**src/include/zkbd_defs.svh**
```systemverilog
// widths, spi command codes and port numbers
// for the keyboard, mouse and joystick input path
`ifndef ZKBD_DEFS_SVH
`define ZKBD_DEFS_SVH

`define KBD_BITS  40 // 8 half-rows of 5 keys
`define KBD_BYTES 5  // data bytes in one keyboard frame

// set to 1 for an 8-bit kempston register, 0 keeps the classic 5 bits
`define KEMPSTON_8BIT 0
`define KJ_BITS ((`KEMPSTON_8BIT != 0) ? 8 : 5)

// command bytes from the supervisor mcu
`define CMD_KBD    8'h10
`define CMD_MUSX   8'h20
`define CMD_MUSY   8'h21
`define CMD_MUSBTN 8'h22
`define CMD_KJ     8'h23

// cpu port numbers, low byte
`define PORT_KBD_LO 8'hFE
`define PORT_KJ     8'h1F
`define PORT_MUS_LO 8'hDF // high byte FA, FB or FF picks the mouse register

`endif

```
**src/hdl/zkbd_pkg.sv**
```systemverilog
// shared types of the input path
// vector typedefs and the spi receiver state encoding
`include "zkbd_defs.svh"

package zkbd_pkg;

	// key state, one bit per key, 1 = pressed
	typedef logic [`KBD_BITS-1:0] kbd_matrix_t;

	// half-row answer as the cpu sees it, active low
	typedef logic [4:0] kbd_row_t;

	// mouse coordinate, button byte or raw spi byte
	typedef logic [7:0] mus_byte_t;

	typedef logic [`KJ_BITS-1:0] kj_t; // kempston joystick bits

	typedef logic [15:0] port_addr_t; // full z80 i/o address
	typedef logic [7:0]  zah_t;       // address high byte

	// spi frame decoder
	typedef enum logic [1:0] {
		S_IDLE, // cs high
		S_CMD,  // waiting for the command byte
		S_DATA, // collecting data bytes
		S_SKIP  // ignore the rest of the frame
	} spi_state_t;

endpackage

```
**src/hdl/slavespi.sv**
```systemverilog
// spi slave for the supervisor mcu link
// pin synchronizers, byte shifter and frame decoder making the load strobes
`timescale 1ns/1ps
`include "zkbd_defs.svh"

module slavespi (
	input  logic                  fclk,
	input  logic                  arst_n,
	input  logic                  spi_cs_n,
	input  logic                  spi_sck,
	input  logic                  spi_mosi,
	output zkbd_pkg::kbd_matrix_t kbd_in,
	output logic                  kbd_stb,
	output zkbd_pkg::mus_byte_t   mus_in,
	output logic                  mus_xstb,
	output logic                  mus_ystb,
	output logic                  mus_btnstb,
	output logic                  kj_stb
);
	import zkbd_pkg::*;

	logic [1:0]  cs_sync;   // cs_n into fclk
	logic [2:0]  sck_sync;  // third stage for edge detect
	logic [1:0]  mosi_sync; // same depth as sck so data lines up
	logic        cs_act;
	logic        sck_rise;
	mus_byte_t   sr;        // shift register, msb first
	logic [2:0]  bit_cnt;
	logic        byte_vld;  // sr holds a full byte this cycle
	spi_state_t  state;
	mus_byte_t   cmd;       // latched command byte
	logic [2:0]  byte_cnt;  // data bytes seen in this frame
	kbd_matrix_t kbd_hold;  // keyboard frame collects here

	// two-flop synchronizers
	always_ff @(posedge fclk or negedge arst_n)
	begin
		if (!arst_n)
		begin
			cs_sync   <= '1; // deselected
			sck_sync  <= '0;
			mosi_sync <= '0;
		end
		else
		begin
			cs_sync   <= {cs_sync[0], spi_cs_n};
			sck_sync  <= {sck_sync[1:0], spi_sck};
			mosi_sync <= {mosi_sync[0], spi_mosi};
		end
	end

	assign cs_act   = ~cs_sync[1];
	assign sck_rise = sck_sync[1] & ~sck_sync[2]; // mode 0 sample edge

	// bit counter, cs high drops any partial byte
	always_ff @(posedge fclk or negedge arst_n)
	begin
		if (!arst_n)
		begin
			bit_cnt  <= '0;
			byte_vld <= 1'b0;
		end
		else
		begin
			byte_vld <= 1'b0;
			if (!cs_act)
				bit_cnt <= '0;
			else if (sck_rise)
			begin
				bit_cnt  <= bit_cnt + 3'd1;
				byte_vld <= (bit_cnt == 3'd7); // eighth bit goes in now
			end
		end
	end

	always_ff @(posedge fclk)
	begin
		if (sck_rise)
			sr <= {sr[6:0], mosi_sync[1]};
	end

	// frame decoder, strobes are registered single pulses
	always_ff @(posedge fclk or negedge arst_n)
	begin
		if (!arst_n)
		begin
			state      <= S_IDLE;
			cmd        <= '0;
			byte_cnt   <= '0;
			kbd_stb    <= 1'b0;
			mus_xstb   <= 1'b0;
			mus_ystb   <= 1'b0;
			mus_btnstb <= 1'b0;
			kj_stb     <= 1'b0;
		end
		else
		begin
			kbd_stb    <= 1'b0;
			mus_xstb   <= 1'b0;
			mus_ystb   <= 1'b0;
			mus_btnstb <= 1'b0;
			kj_stb     <= 1'b0;

			if (!cs_act)
				state <= S_IDLE; // end of frame or abort
			else
			begin
				case (state)
					S_IDLE: state <= S_CMD;
					S_CMD:
						if (byte_vld)
						begin
							cmd      <= sr;
							byte_cnt <= '0;
							case (sr)
								`CMD_KBD, `CMD_MUSX, `CMD_MUSY,
								`CMD_MUSBTN, `CMD_KJ: state <= S_DATA;
								default:              state <= S_SKIP; // unknown
							endcase
						end
					S_DATA:
						if (byte_vld)
						begin
							byte_cnt <= byte_cnt + 3'd1;
							case (cmd)
								`CMD_KBD:
									if (byte_cnt == 3'(`KBD_BYTES - 1)) // last key byte
									begin
										kbd_stb <= 1'b1;
										state   <= S_SKIP;
									end
								`CMD_MUSX:   mus_xstb   <= 1'b1;
								`CMD_MUSY:   mus_ystb   <= 1'b1;
								`CMD_MUSBTN: mus_btnstb <= 1'b1;
								default:     kj_stb     <= 1'b1; // CMD_KJ
							endcase
							if (cmd != `CMD_KBD)
								state <= S_SKIP; // single byte commands
						end
					default: ; // S_SKIP waits for cs to rise
				endcase
			end
		end
	end

	// data byte capture, valid alongside the strobe
	always_ff @(posedge fclk)
	begin
		if (state == S_DATA && byte_vld)
		begin
			mus_in <= sr;
			if (cmd == `CMD_KBD)
				kbd_hold <= {sr, kbd_hold[`KBD_BITS-1:8]}; // first byte ends in [7:0]
		end
	end

	assign kbd_in = kbd_hold;

endmodule

```
**src/hdl/zkbdmus.sv**
```systemverilog
// key, mouse and kempston registers loaded from the spi strobes
// half-row and mouse byte selection by the port address high byte
`timescale 1ns/1ps

module zkbdmus (
	input  logic                  fclk,
	input  logic                  arst_n,
	input  zkbd_pkg::kbd_matrix_t kbd_in,
	input  logic                  kbd_stb,
	input  zkbd_pkg::mus_byte_t   mus_in,
	input  logic                  mus_xstb,
	input  logic                  mus_ystb,
	input  logic                  mus_btnstb,
	input  logic                  kj_stb,
	input  zkbd_pkg::zah_t        zah,
	output zkbd_pkg::kbd_row_t    kbd_data,
	output zkbd_pkg::mus_byte_t   mus_data,
	output zkbd_pkg::kj_t         kj_data
);
	import zkbd_pkg::*;

	kbd_matrix_t kbd;  // 1 = key down
	mus_byte_t   musx;
	mus_byte_t   musy;
	mus_byte_t   musbtn;
	kj_t         kj;
	kbd_row_t    kout; // wired-and of selected half-rows

	// register loads
	always_ff @(posedge fclk or negedge arst_n)
	begin
		if (!arst_n)
		begin
			kbd    <= '0; // nothing pressed
			musx   <= 8'hFF;
			musy   <= 8'hFF;
			musbtn <= 8'hFF; // buttons released
			kj     <= '0;
		end
		else
		begin
			if (kbd_stb)
				kbd <= kbd_in; // whole matrix at once
			if (mus_xstb)
				musx <= mus_in;
			if (mus_ystb)
				musy <= mus_in;
			if (mus_btnstb)
				musbtn <= mus_in;
			if (kj_stb)
				kj <= kj_t'(mus_in); // upper bits dropped in 5-bit mode
		end
	end

	// each low bit of zah enables one half-row
	always_comb
	begin
		kbd_row_t row;
		kout = '1;
		for (int r = 0; r < 8; r++)
		begin
			row  = {kbd[r], kbd[r+8], kbd[r+16], kbd[r+24], kbd[r+32]};
			kout = kout & ({5{zah[r]}} | ~row);
		end
	end

	assign kbd_data = kout;
	assign kj_data  = kj;

	// buttons at FADF, x at FBDF, y at FFDF
	assign mus_data = zah[0] ? (zah[2] ? musy : musx) : musbtn;

endmodule

```
**src/hdl/zports_apb.sv**
```systemverilog
// apb slave answering cpu port reads
// keyboard, kempston joystick and kempston mouse decode, one wait state
`timescale 1ns/1ps
`include "zkbd_defs.svh"

module zports_apb (
	input  logic                 fclk,
	input  logic                 arst_n,
	input  logic                 psel,
	input  logic                 penable,
	input  logic                 pwrite,
	input  zkbd_pkg::port_addr_t paddr,
	input  zkbd_pkg::mus_byte_t  pwdata, // nothing here is writable
	output zkbd_pkg::mus_byte_t  prdata,
	output logic                 pready,
	output logic                 pslverr,
	output zkbd_pkg::zah_t       zah,
	input  zkbd_pkg::kbd_row_t   kbd_data,
	input  zkbd_pkg::mus_byte_t  mus_data,
	input  zkbd_pkg::kj_t        kj_data
);
	import zkbd_pkg::*;

	zah_t      zal;     // address low byte
	logic      hit_kbd;
	logic      hit_kj;
	logic      hit_mus;
	logic      rd_ok;   // mapped read
	logic      access;  // first access cycle
	mus_byte_t rd_byte;

	assign zah = paddr[15:8]; // feeds half-row and mouse muxes
	assign zal = paddr[7:0];

	// port decode
	assign hit_kbd = (zal == `PORT_KBD_LO); // any high byte
	assign hit_kj  = (zal == `PORT_KJ);
	assign hit_mus = (zal == `PORT_MUS_LO) &&
	                 (zah == 8'hFA || zah == 8'hFB || zah == 8'hFF);

	assign rd_ok  = ~pwrite & (hit_kbd | hit_kj | hit_mus);
	assign access = psel & penable & ~pready; // not again in the wait cycle

	// answer byte
	always_comb
	begin
		if (hit_kbd)
			rd_byte = {3'b111, kbd_data}; // tape bit and spares read 1
		else if (hit_kj)
			rd_byte = mus_byte_t'(kj_data); // zero extended
		else
			rd_byte = mus_data;
	end

	// fixed single wait state
	always_ff @(posedge fclk or negedge arst_n)
	begin
		if (!arst_n)
		begin
			pready  <= 1'b0;
			pslverr <= 1'b0;
		end
		else
		begin
			pready  <= access;           // one cycle pulse
			pslverr <= access & ~rd_ok;  // writes and unmapped ports
		end
	end

	always_ff @(posedge fclk)
	begin
		if (access)
			prdata <= rd_ok ? rd_byte : '0;
	end

endmodule

```
**src/hdl/zkbd_top.sv**
```systemverilog
// top of the keyboard, mouse and joystick input path
// spi receiver, key and mouse registers, apb port decoder
`timescale 1ns/1ps

module zkbd_top (
	input  logic                 fclk,
	input  logic                 arst_n,
	input  logic                 spi_cs_n,
	input  logic                 spi_sck,
	input  logic                 spi_mosi,
	input  logic                 psel,
	input  logic                 penable,
	input  logic                 pwrite,
	input  zkbd_pkg::port_addr_t paddr,
	input  zkbd_pkg::mus_byte_t  pwdata,
	output zkbd_pkg::mus_byte_t  prdata,
	output logic                 pready,
	output logic                 pslverr
);
	import zkbd_pkg::*;

	kbd_matrix_t kbd_in;
	logic        kbd_stb;
	mus_byte_t   mus_in;     // shared by mouse and joystick loads
	logic        mus_xstb;
	logic        mus_ystb;
	logic        mus_btnstb;
	logic        kj_stb;
	zah_t        zah;
	kbd_row_t    kbd_data;
	mus_byte_t   mus_data;
	kj_t         kj_data;

	slavespi u_spi (
		.fclk       (fclk),
		.arst_n     (arst_n),
		.spi_cs_n   (spi_cs_n),
		.spi_sck    (spi_sck),
		.spi_mosi   (spi_mosi),
		.kbd_in     (kbd_in),
		.kbd_stb    (kbd_stb),
		.mus_in     (mus_in),
		.mus_xstb   (mus_xstb),
		.mus_ystb   (mus_ystb),
		.mus_btnstb (mus_btnstb),
		.kj_stb     (kj_stb)
	);

	zkbdmus u_kbdmus (
		.fclk       (fclk),
		.arst_n     (arst_n),
		.kbd_in     (kbd_in),
		.kbd_stb    (kbd_stb),
		.mus_in     (mus_in),
		.mus_xstb   (mus_xstb),
		.mus_ystb   (mus_ystb),
		.mus_btnstb (mus_btnstb),
		.kj_stb     (kj_stb),
		.zah        (zah),
		.kbd_data   (kbd_data),
		.mus_data   (mus_data),
		.kj_data    (kj_data)
	);

	zports_apb u_ports (
		.fclk     (fclk),
		.arst_n   (arst_n),
		.psel     (psel),
		.penable  (penable),
		.pwrite   (pwrite),
		.paddr    (paddr),
		.pwdata   (pwdata),
		.prdata   (prdata),
		.pready   (pready),
		.pslverr  (pslverr),
		.zah      (zah),
		.kbd_data (kbd_data),
		.mus_data (mus_data),
		.kj_data  (kj_data)
	);

endmodule

```
**config.mk**
```make
export PLATFORM = sky130hd
export DESIGN_NAME = zkbd_top
export DESIGN_NICKNAME = d
export VERILOG_FILES = /design/src/hdl/zkbd_pkg.sv /design/src/hdl/slavespi.sv /design/src/hdl/zkbdmus.sv /design/src/hdl/zports_apb.sv /design/src/hdl/zkbd_top.sv
export VERILOG_INCLUDE_DIRS = /design/src /design/src/include
export SDC_FILE = /design/constraint.sdc
export NUM_CORES = 1
export LEC_CHECK = 0
export ABC_AREA = 0
export BUFFER_PORTS_ARGS = -buffer_cell sky130_fd_sc_hd__buf_2
export CORE_ASPECT_RATIO = 0.75
export CORE_MARGIN = 4
export CORE_UTILIZATION = 48
export CTS_BUF_LIST = sky130_fd_sc_hd__clkbuf_4 sky130_fd_sc_hd__clkbuf_8 sky130_fd_sc_hd__clkbuf_16
export CTS_CLUSTER_SIZE = 16
export DETAILED_ROUTE_END_ITERATION = 16
export HOLD_SLACK_MARGIN = 0.02
export PLACE_DENSITY = 0.66
export SLEW_MARGIN = 30
export SYNTH_ARGS = -nofsm -noshare
export SYNTH_HDL_FRONTEND = slang
export SYNTH_SLANG_ARGS = --single-unit
export TNS_END_PERCENT = 20
```
**constraint.sdc**
```tcl
create_clock -name fclk -period 4.45 [get_ports fclk]
set_input_delay 0.6675 -clock fclk [delete_from_list [all_inputs] [get_ports fclk]]
set_output_delay 0.6675 -clock fclk [all_outputs]
set_load 0.05 [all_outputs]
```
# Word level (Yosys, flattened, before mapping)

Index checks and enable logic that the tools add are counted.

Bits in registers: 164
Input port bits: 32
Output and inout bits: 10
Logic and storage cells: 141

Add/sub/neg operators: 2
Equal/unequal tests: 26
Multiplexer cells: 40
Bitwise operators: 35
Reduce and logical (&&, ||, !) cells: 14

Operators with widths:

| cell                  | count |
|---|---|
| $eq A8 B6 Y1 const B  | 7 |
| $eq A8 B8 Y1 const B  | 5 |
| $not A5 Y5            | 8 |
| $or A5 B5 Y5          | 8 |
| $and A5 B5 Y5         | 7 |
| $mux W8               | 4 |
| $eq A8 B5 Y1 const B  | 3 |
| $mux W1               | 24 |
| $mux W2               | 6 |
| $mux W3               | 4 |
| $ne A8 B5 Y1 const B  | 1 |
| $add A3 B1 Y3 const B | 2 |
| $eq A3 B3 Y1 const B  | 2 |
| $ne A3 B1 Y1 const B  | 2 |
| $pmux W2 S3           | 1 |
| $pmux W3 S2           | 1 |
| $and A1 B1 Y1         | 5 |
| $not A1 Y1            | 5 |
| $reduce_and A5 Y1     | 1 |
| $reduce_or A5 Y1      | 1 |
| $ne A2 B1 Y1 const B  | 2 |
| $ne A4 B1 Y1 const B  | 1 |
| $ne A4 B2 Y1 const B  | 1 |
| $reduce_and A4 Y1     | 1 |
| 11 further kinds      | 15 |

# Longest topological paths before layout

Gate-level depths: netlist (run 1).

Depth after elaboration: 10
Mapped depth: 7
Depth with buffers taken out: 6

# Hierarchy

Synthesis (run 1) repeated with hierarchy kept, for this count alone.

Cells, all modules: 506
Area total of the unflattened synthesis: 6647.6 µm²

By module, submodules not included:

| module     | instances | cells an instance | area an instance (µm²) | seq. area each (µm²) |
|---|---|---|---|---|
| zkbdmus    | 1         | 282               | 2991.6                 | 1756.7 |
| slavespi   | 1         | 164               | 2987.9                 | 2409.8 |
| zports_apb | 1         | 60                | 668.1                  | 290.3 |

# Worst setup path before layout (run 1)

OpenSTA, ideal clock, no wires.

Path type: flip-flop to flip-flop
From: reg u_spi.state[0]
To: reg u_spi.kbd_hold[0] (netlist: u_spi.kbd_in[0]) (enable)
Library setup time: 401 ps
Data arrival time: 2228 ps
Required time: 4049 ps
Setup slack: 1821 ps
Stages on the path, launching flop included: 6
Cell sequence: dfrtp_1 > inv_1 > ha_1 > clkbuf_1 > and2_1 > and3_1

Word-level cells in the longest chain between the ends: 3

RTL lines:

| element                     | line            | text |
|---|---|---|
| from (decl)                 | slavespi.sv:30  | `spi_state_t state;` |
| from (signal assigned)      | slavespi.sv:87  | `state <= S_IDLE;` |
| from (signal assigned)      | slavespi.sv:105 | `state <= S_IDLE;` |
| from (signal assigned)      | slavespi.sv:109 | `S_IDLE: state <= S_CMD;` |
| $eq A2 B2 Y1                | slavespi.sv:149 | `if (state == S_DATA && byte_vld)` |
| $logic_and A1 B1 Y1         | slavespi.sv:149 |  |
| $reduce_and A2 Y1 (no line) | -               |  |
| to (signal assigned)        | slavespi.sv:153 | `` kbd_hold <= {sr, kbd_hold[`KBD_BITS-1:8]}; `` |
| to (decl)                   | slavespi.sv:33  | `kbd_matrix_t kbd_hold;` |

Every way passes these cells.
A chain may end at the register's enable or synchronous reset.

# Worst setup path in the final report (run 1)

From: reg u_spi.state[0]
To: reg u_spi.kbd_hold[2] (netlist: u_spi.kbd_in[2]) (enable)

Same word-level chain as after synthesis.

==> impl_metrics.py, run 1 <==
metrics = {
    "detailed_routing": {
        "drt-pass1-iter-count": 5,
        "drt-initial-drc-count": 295,
        "vias": 3858,
        "wl_um": 12480,
        "drc_errors": 0,
        "viasPerCell": 5.434,
        "ant_nets": 0,
        "routedWlPerCell_um": 17.57,
    },
    "power_and_ir_drop": {
        "power_frac_seq": 0.511,
        "powerDensity_nw_per_um2": 425.9,
        "internal_power_uw": 2457,
        "p_leak_uw": 0.002941,
        "switchingPower_uw": 673.2,
        "pwr-share-clk": 0.440,
        "ir_worst_vdd_v": 0.0002766,
        "combinationalPowerShare": 0.049,
        "switching_share": 0.2151,
    },
    "synthesis": {
        "synth_fp_nets": 531,
        "synth_edf_count": 64,
        "ys.flop_type": "dfrtp_1",
        "netlist_instances": 492,
        "netlist_area_um2": 6450,
        "syn_area_per_cell_um2": 13.11,
        "synth.most_common_cell": "dfrtp_1",
        "synth.distinct_cells": 40,
        "ys_top_cells_by_count": "dfrtp_1 (74), edfxtp_1 (64), inv_1 (50), nand2_1 (50), o21ai_0 (46)",
        "synth_top_area_share": 0.2980,
        "ys_seq_area_frac": 0.6910,
        "ys.warnings.count": 0,
        "synth-seq-cells": 164,
        "synth_top_area_cell": "edfxtp_1",
        "synthArstFlopShare": 0.6098,
        "synth_area_leaders": "edfxtp_1 (30%), dfrtp_1 (29%), dfstp_2 (11%)",
    },
    "grt": {
        "grt-ovfl-total": 0,
        "antenna_found_initial": 0,
        "grt_max_degree": 81,
        "grt_util_all_layers": 0.1761,
        "grt_pass1_wl_um": 20570,
        "first_global_vias": 3903,
    },
    "worst_setup_path": {
        "required_ns": 4.51,
        "endpoint_kind": "flop",
        "rr_worst_depth": 4,
        "setup.worst_path.class": "flop to flop",
        "cp_max_fo": 40,
        "cp-start-kind": "flop",
        "arrival_ns": 2.34,
    },
    "clocking": {
        "clock_sinks": 164,
        "post_cts_buffers": 0,
        "cts.htree.levels": 4,
        "clkLatencyLatePin_ns": 0.42,
        "hold_buffers": 0,
        "root_buffer": "clkbuf_16",
        "clk_pin_slew_ns": 0.06,
        "cts_resized": 0,
        "numCtsBuffers": 17,
        "clockBufferDepth": 2,
        "cts_tree": "yes",
    },
    "floorplanning": {
        "coreArea_um2": 13060,
        "chipWidth_um": 141.9,
        "io_pins": 42,
        "start_util": 0.4938,
        "die_h_um": 108.4,
        "std_cell_rows": 36,
        "die_area_um2": 15380,
    },
    "timing": {
        "hold_ws_ns": 0.2611,
        "setup_violations": 0,
        "period_needed_ns": 2.287,
        "period_share": 0.5139,
        "finClkSkew_ns": 0.005335,
        "slew_violations": 0,
        "rsz0062_at_grt": "false",
        "fmax_ghz": 0.4373,
        "tightest_slew_ns": 0.8235,
        "tns_ns": 0,
        "maxSlewHeadroom": 0.4433,
        "hold_violations": 0,
    },
    "final_layout": {
        "fill_cells": 1076,
        "num_antenna_cells": 0,
        "drive_gt1_frac": 0.2468,
        "area_growth_pct": 13.93,
        "nNetsFinal": 565,
    },
    "placed_design": {
        "portBuffers": 33,
        "gp_congestion": 0.7970,
        "dp_hpwl_um": 8098,
    },
    "status": {
        "status": "finished clean",
    },
    "flow_run": {
        "cap_violations": 0,
    },
    "hold_path": {
        "hold_class": "input pin to asynchronous set/reset pin",
    },
}
==> area by class of cell <==
class                      instances  area, um2  share of cell area
timing repair buffer              34      178.9             0.02435
tap                              171      214.0             0.02912
inverter                          50      187.7             0.02554
clock buffer                      24      519.2             0.07066
sequential                       164       4461              0.6070
clock inverter                     8      50.05            0.006811
multi-input combinational        259       1738              0.2365
==> power groups by stage <==
stage	clock network, uW	logic [uW]	registers [uW]
after detailed placement	0	155	1630
after floorplan	0	87.0	1630
final	1380	154	1600
after CTS	1400	156	1600
after global routing	1480	174	1600
after global placement	0	153	1630
==> logic make-up after synthesis <==
kind of cell,after synthesis,share of synthesized area
DFF,164,0.6910
AOI/OAI and AO/OA,105,0.1016
and+or+nand+nor,99,0.07216
buffers and inverters,69,0.04035
muxes,47,0.07992
adders and majority gates,7,0.01358
xor gates and xnor gates,1,0.001358
==> critical path, stage by stage (launching register included) <==
cell,delay [ns]
dfrtp_1,0.40
inv_1,0.09
ha_1,0.33
and2_1,0.44
and3_4,0.65
==> per-stage QoR <==
stage	cells	cell area, um2	setup slack, ns	util	total power [uW]
finish	710	7348	2.163	0.5625	3130
global route	710	7348	2.008	0.5625	3252
CTS	710	7341	1.880	0.5620	3157
detailed placement	678	6771	1.819	0.5184	1783
global placement	678	6769	1.843	0.5182	1779
floorplan	492	6450	1.821	-	1719
==> per-layer routing <==
layer  routed length (um)  vias up  track usage
li1                     -     1813            -
met1                 5953     1913       0.2591
met2                 5593      113       0.2558
met3                  736       19      0.04288
met4                  192        0      0.06507
met5                    0        -            0
==> path summary, 6_finish.rpt <==
path	from	end	slack [ns]
hold / removal	arst_n	u_kbdmus.kj_data[2]$_DFFE_PN0P_	0.26
setup reg to reg	u_spi.state[0]$_DFFE_PN0P_	u_spi.kbd_in[2]$_DFFE_PP_	2.16
setup / recovery	u_spi.state[0]$_DFFE_PN0P_	u_spi.kbd_in[2]$_DFFE_PP_	2.16
hold reg to reg	u_spi.mosi_sync[0]$_DFF_PN0_	u_spi.mosi_sync[1]$_DFF_PN0_	0.35
max in group asynchronous	arst_n	u_spi.kbd_stb$_DFF_PN0_	3.25
min in group fclk	spi_cs_n	u_spi.cs_sync[0]$_DFF_PN1_	0.34
==> state kept, by name, indices dropped and copies added, names as in the netlist, 3 cells and up <==
name	flops
u_spi.mus_in	8
u_kbdmus.kbd	40
u_spi.sr	8
u_spi.kbd_in	40
u_kbdmus.musy	8
u_spi.cmd	8
u_kbdmus.kj_data	5
u_spi.sck_sync	3
u_spi.bit_cnt	3
u_kbdmus.musbtn	8
u_kbdmus.musx	8
u_ports.prdata	8
u_spi.byte_cnt	3
==> cell usage in the layout, fill, tap and decap left out, drive strengths merged, types with 3 or more instances in the layout <==
cell | Yosys | layout
dfrtp | 74 | 74
o21ai | 46 | 46
nor2 | 25 | 25
nand4 | 3 | 3
mux2 | 36 | 36
edfxtp | 64 | 64
buf | 3 | 34
clkbuf | 16 | 24
mux2i | 11 | 11
nor4b | 4 | 4
a21oi | 16 | 16
inv | 50 | 51
ha | 7 | 7
clkinvlp | 0 | 3
clkinv | 0 | 4
nand2 | 50 | 50
o41a | 5 | 5
a2111oi | 5 | 5
dfstp | 26 | 26
o22ai | 25 | 25
Note: power is estimated with default switching activity, not from simulation.
==> run 2, diff against run 1 <==
--- a/config.mk
+++ b/config.mk
@@ -15,7 +15,7 @@
 export CTS_CLUSTER_SIZE = 16
 export DETAILED_ROUTE_END_ITERATION = 16
 export HOLD_SLACK_MARGIN = 0.02
-export PLACE_DENSITY = 0.66
+export PLACE_DENSITY = 0.68
 export SLEW_MARGIN = 30
 export SYNTH_ARGS = -nofsm -noshare
 export SYNTH_HDL_FRONTEND = slang
==> constraint.sdc (replaced) <==
create_clock -name fclk -period 1.8 [get_ports fclk]
set_input_delay 0.27 -clock fclk [delete_from_list [all_inputs] [get_ports fclk]]
set_output_delay 0.27 -clock fclk [all_outputs]
set_load 0.05 [all_outputs]
==> run 2 against run 1 <==
Compared with the run above: sequential power increased by 150%; die area unchanged; register-to-register slack got worse by 2.0 ns; combinational power increased to 2.9 times the previous value; core utilization increased by 2.5 points; via count increased by 0.83%.
==> impl_metrics.py, run 2 (synthesis results as in run 1) <==
metrics = {
    "detailed_routing": {
        "routedWlPerCell_um": 17.06,
        "vias": 3890,
        "drc_errors": 0,
        "drt-initial-drc-count": 299,
        "wl_um": 12630,
        "ant_nets": 0,
        "drt-pass1-iter-count": 4,
        "viasPerCell": 5.257,
    },
    "grt": {
        "grt_max_degree": 53,
        "first_global_vias": 4034,
        "grt-ovfl-total": 0,
        "grt_pass1_wl_um": 20740,
        "grt_util_all_layers": 0.1767,
        "antenna_found_initial": 0,
    },
    "power_and_ir_drop": {
        "powerDensity_nw_per_um2": 1039,
        "p_leak_uw": 0.003108,
        "power_uw": 7974,
        "ir_worst_vdd_v": 0.0006723,
    },
    "clocking": {
        "clockBufferDepth": 2,
        "numCtsBuffers": 17,
        "clock_sinks": 164,
        "post_cts_buffers": 0,
        "cts.htree.levels": 4,
        "clkLatencyLatePin_ns": 0.42,
        "cts_tree": "yes",
        "clk_pin_slew_ns": 0.06,
        "root_buffer": "clkbuf_16",
    },
    "final_layout": {
        "mostFrequentLayoutCell": "dfrtp_1",
        "mostFrequentLayoutCells": "dfrtp_1 (73), edfxtp_1 (64), inv_1 (50), nand2_1 (50), o21ai_0 (46)",
        "multi_input_area_um2": 1753,
        "area_growth_pct": 18.99,
        "num_antenna_cells": 0,
        "seqCellArea_um2": 4458,
        "instances_no_fill": 740,
        "nNetsFinal": 595,
        "final_area_um2": 7675,
        "fin_util": 0.5875,
        "drive_gt1_frac": 0.2865,
        "fill_cells": 1015,
    },
    "timing": {
        "slew_violations": 0,
        "tns_ns": 0,
        "period_share": 0.9054,
        "period_needed_ns": 1.630,
        "rsz0062_at_grt": "false",
        "fmax_ghz": 0.6136,
        "tightest_slew_ns": 0.6730,
        "finClkSkew_ns": 0.01095,
        "setup_violations": 0,
        "hold_violations": 0,
        "maxSlewHeadroom": 0.5496,
    },
    "status": {
        "status": "finished clean",
    },
    "placed_design": {
        "dp_hpwl_um": 8712,
        "portBuffers": 33,
        "gp_congestion": 0.8085,
        "dp.cells": 704,
        "placed_cell_area_um2": 7033,
    },
    "worst_setup_path": {
        "setup.worst_path.class": "flop to flop",
        "endpoint_kind": "flop",
        "cp-start-kind": "flop",
        "cp_max_fo": 34,
        "arrival_ns": 1.74,
        "required_ns": 1.91,
    },
    "floorplanning": {
        "die_h_um": 108.4,
        "coreArea_um2": 13060,
        "start_util": 0.4938,
        "die_area_um2": 15380,
        "io_pins": 42,
        "chipWidth_um": 141.9,
        "std_cell_rows": 36,
    },
    "flow_run": {
        "cap_violations": 0,
    },
    "hold_path": {
        "hold_class": "input pin to flop",
    },
}
[run 2: per-stage QoR]
step	worst slack [ns]	hold WS [ns]
4_1_cts	0.1066	0.2490
6_report	0.1702	0.2546
2_1_floorplan	0.002251	-0.02559
5_1_grt	0.009122	0.2700
3_5_place_dp	-0.2105	0.3077
3_3_place_gp	-0.09133	0.3009
[run 2: final cells by class]
cell class | count | area share
Timing Repair Buffer | 64 | 0.06162
Multi-Input combinational cell | 259 | 0.2284
Clock buffer | 19 | 0.05739
Clock inverter | 13 | 0.01940
Tap cell | 171 | 0.02788
Inverter | 50 | 0.02445
Sequential cell | 164 | 0.5809
[run 2: path summary, 6_finish.rpt]
path / startpoint / end / slack, ns / cells after the start
setup / recovery: u_spi.state[0]$_DFFE_PN0P_ / u_spi.kbd_in[17]$_DFFE_PP_ / 0.17 / 5
hold / removal: penable / u_ports.pready$_DFF_PN0_ / 0.25 / 4
setup reg to reg: u_spi.state[0]$_DFFE_PN0P_ / u_spi.kbd_in[17]$_DFFE_PP_ / 0.17 / 5
hold reg to reg: u_spi.cs_sync[0]$_DFF_PN1_ / u_spi.cs_sync[1]$_DFF_PN1_ / 0.36 / 0
max in group asynchronous: arst_n / u_spi.kbd_stb$_DFF_PN0_ / 0.78 / 3
min in group asynchronous: arst_n / u_ports.pready$_DFF_PN0_ / 0.38 / 2
[run 2: power by group]
part / switching, uW / internal (uW) / total [uW]
sequential: 31.7 / 3920 / 3950
clock: 1480 / 2090 / 3570
combinational: 264 / 188 / 452
[run 2: repair_timing]
action / 4_1_cts / 5_1_grt
setup endpoints to repair: 2 / 1
gates resized for setup: 1 / 1
endpoints found under the hold margin: 27 / 0
hold buffers: 4 / 0
[run 2: per-layer routing]
| layer | track usage | part of all wire | routed length [um] | vias up |
|---|---|---|---|---|
| met5 | 0 | 0 | 0 | - |
| met2 | 0.2622 | 0.45 | 5683 | 93 |
| li1 | - | - | - | 1874 |
| met4 | 0.05890 | 0.011 | 142 | 0 |
| met3 | 0.04465 | 0.055 | 692 | 13 |
| met1 | 0.2565 | 0.48 | 6107 | 1910 |
[run 2: worst max-delay path, stage by stage (launching register included)]
cell	delay (ns)
dfrtp_1	0.39
inv_1	0.09
ha_1	0.24
and2_4	0.17
and3_4	0.19
buf_12	0.22
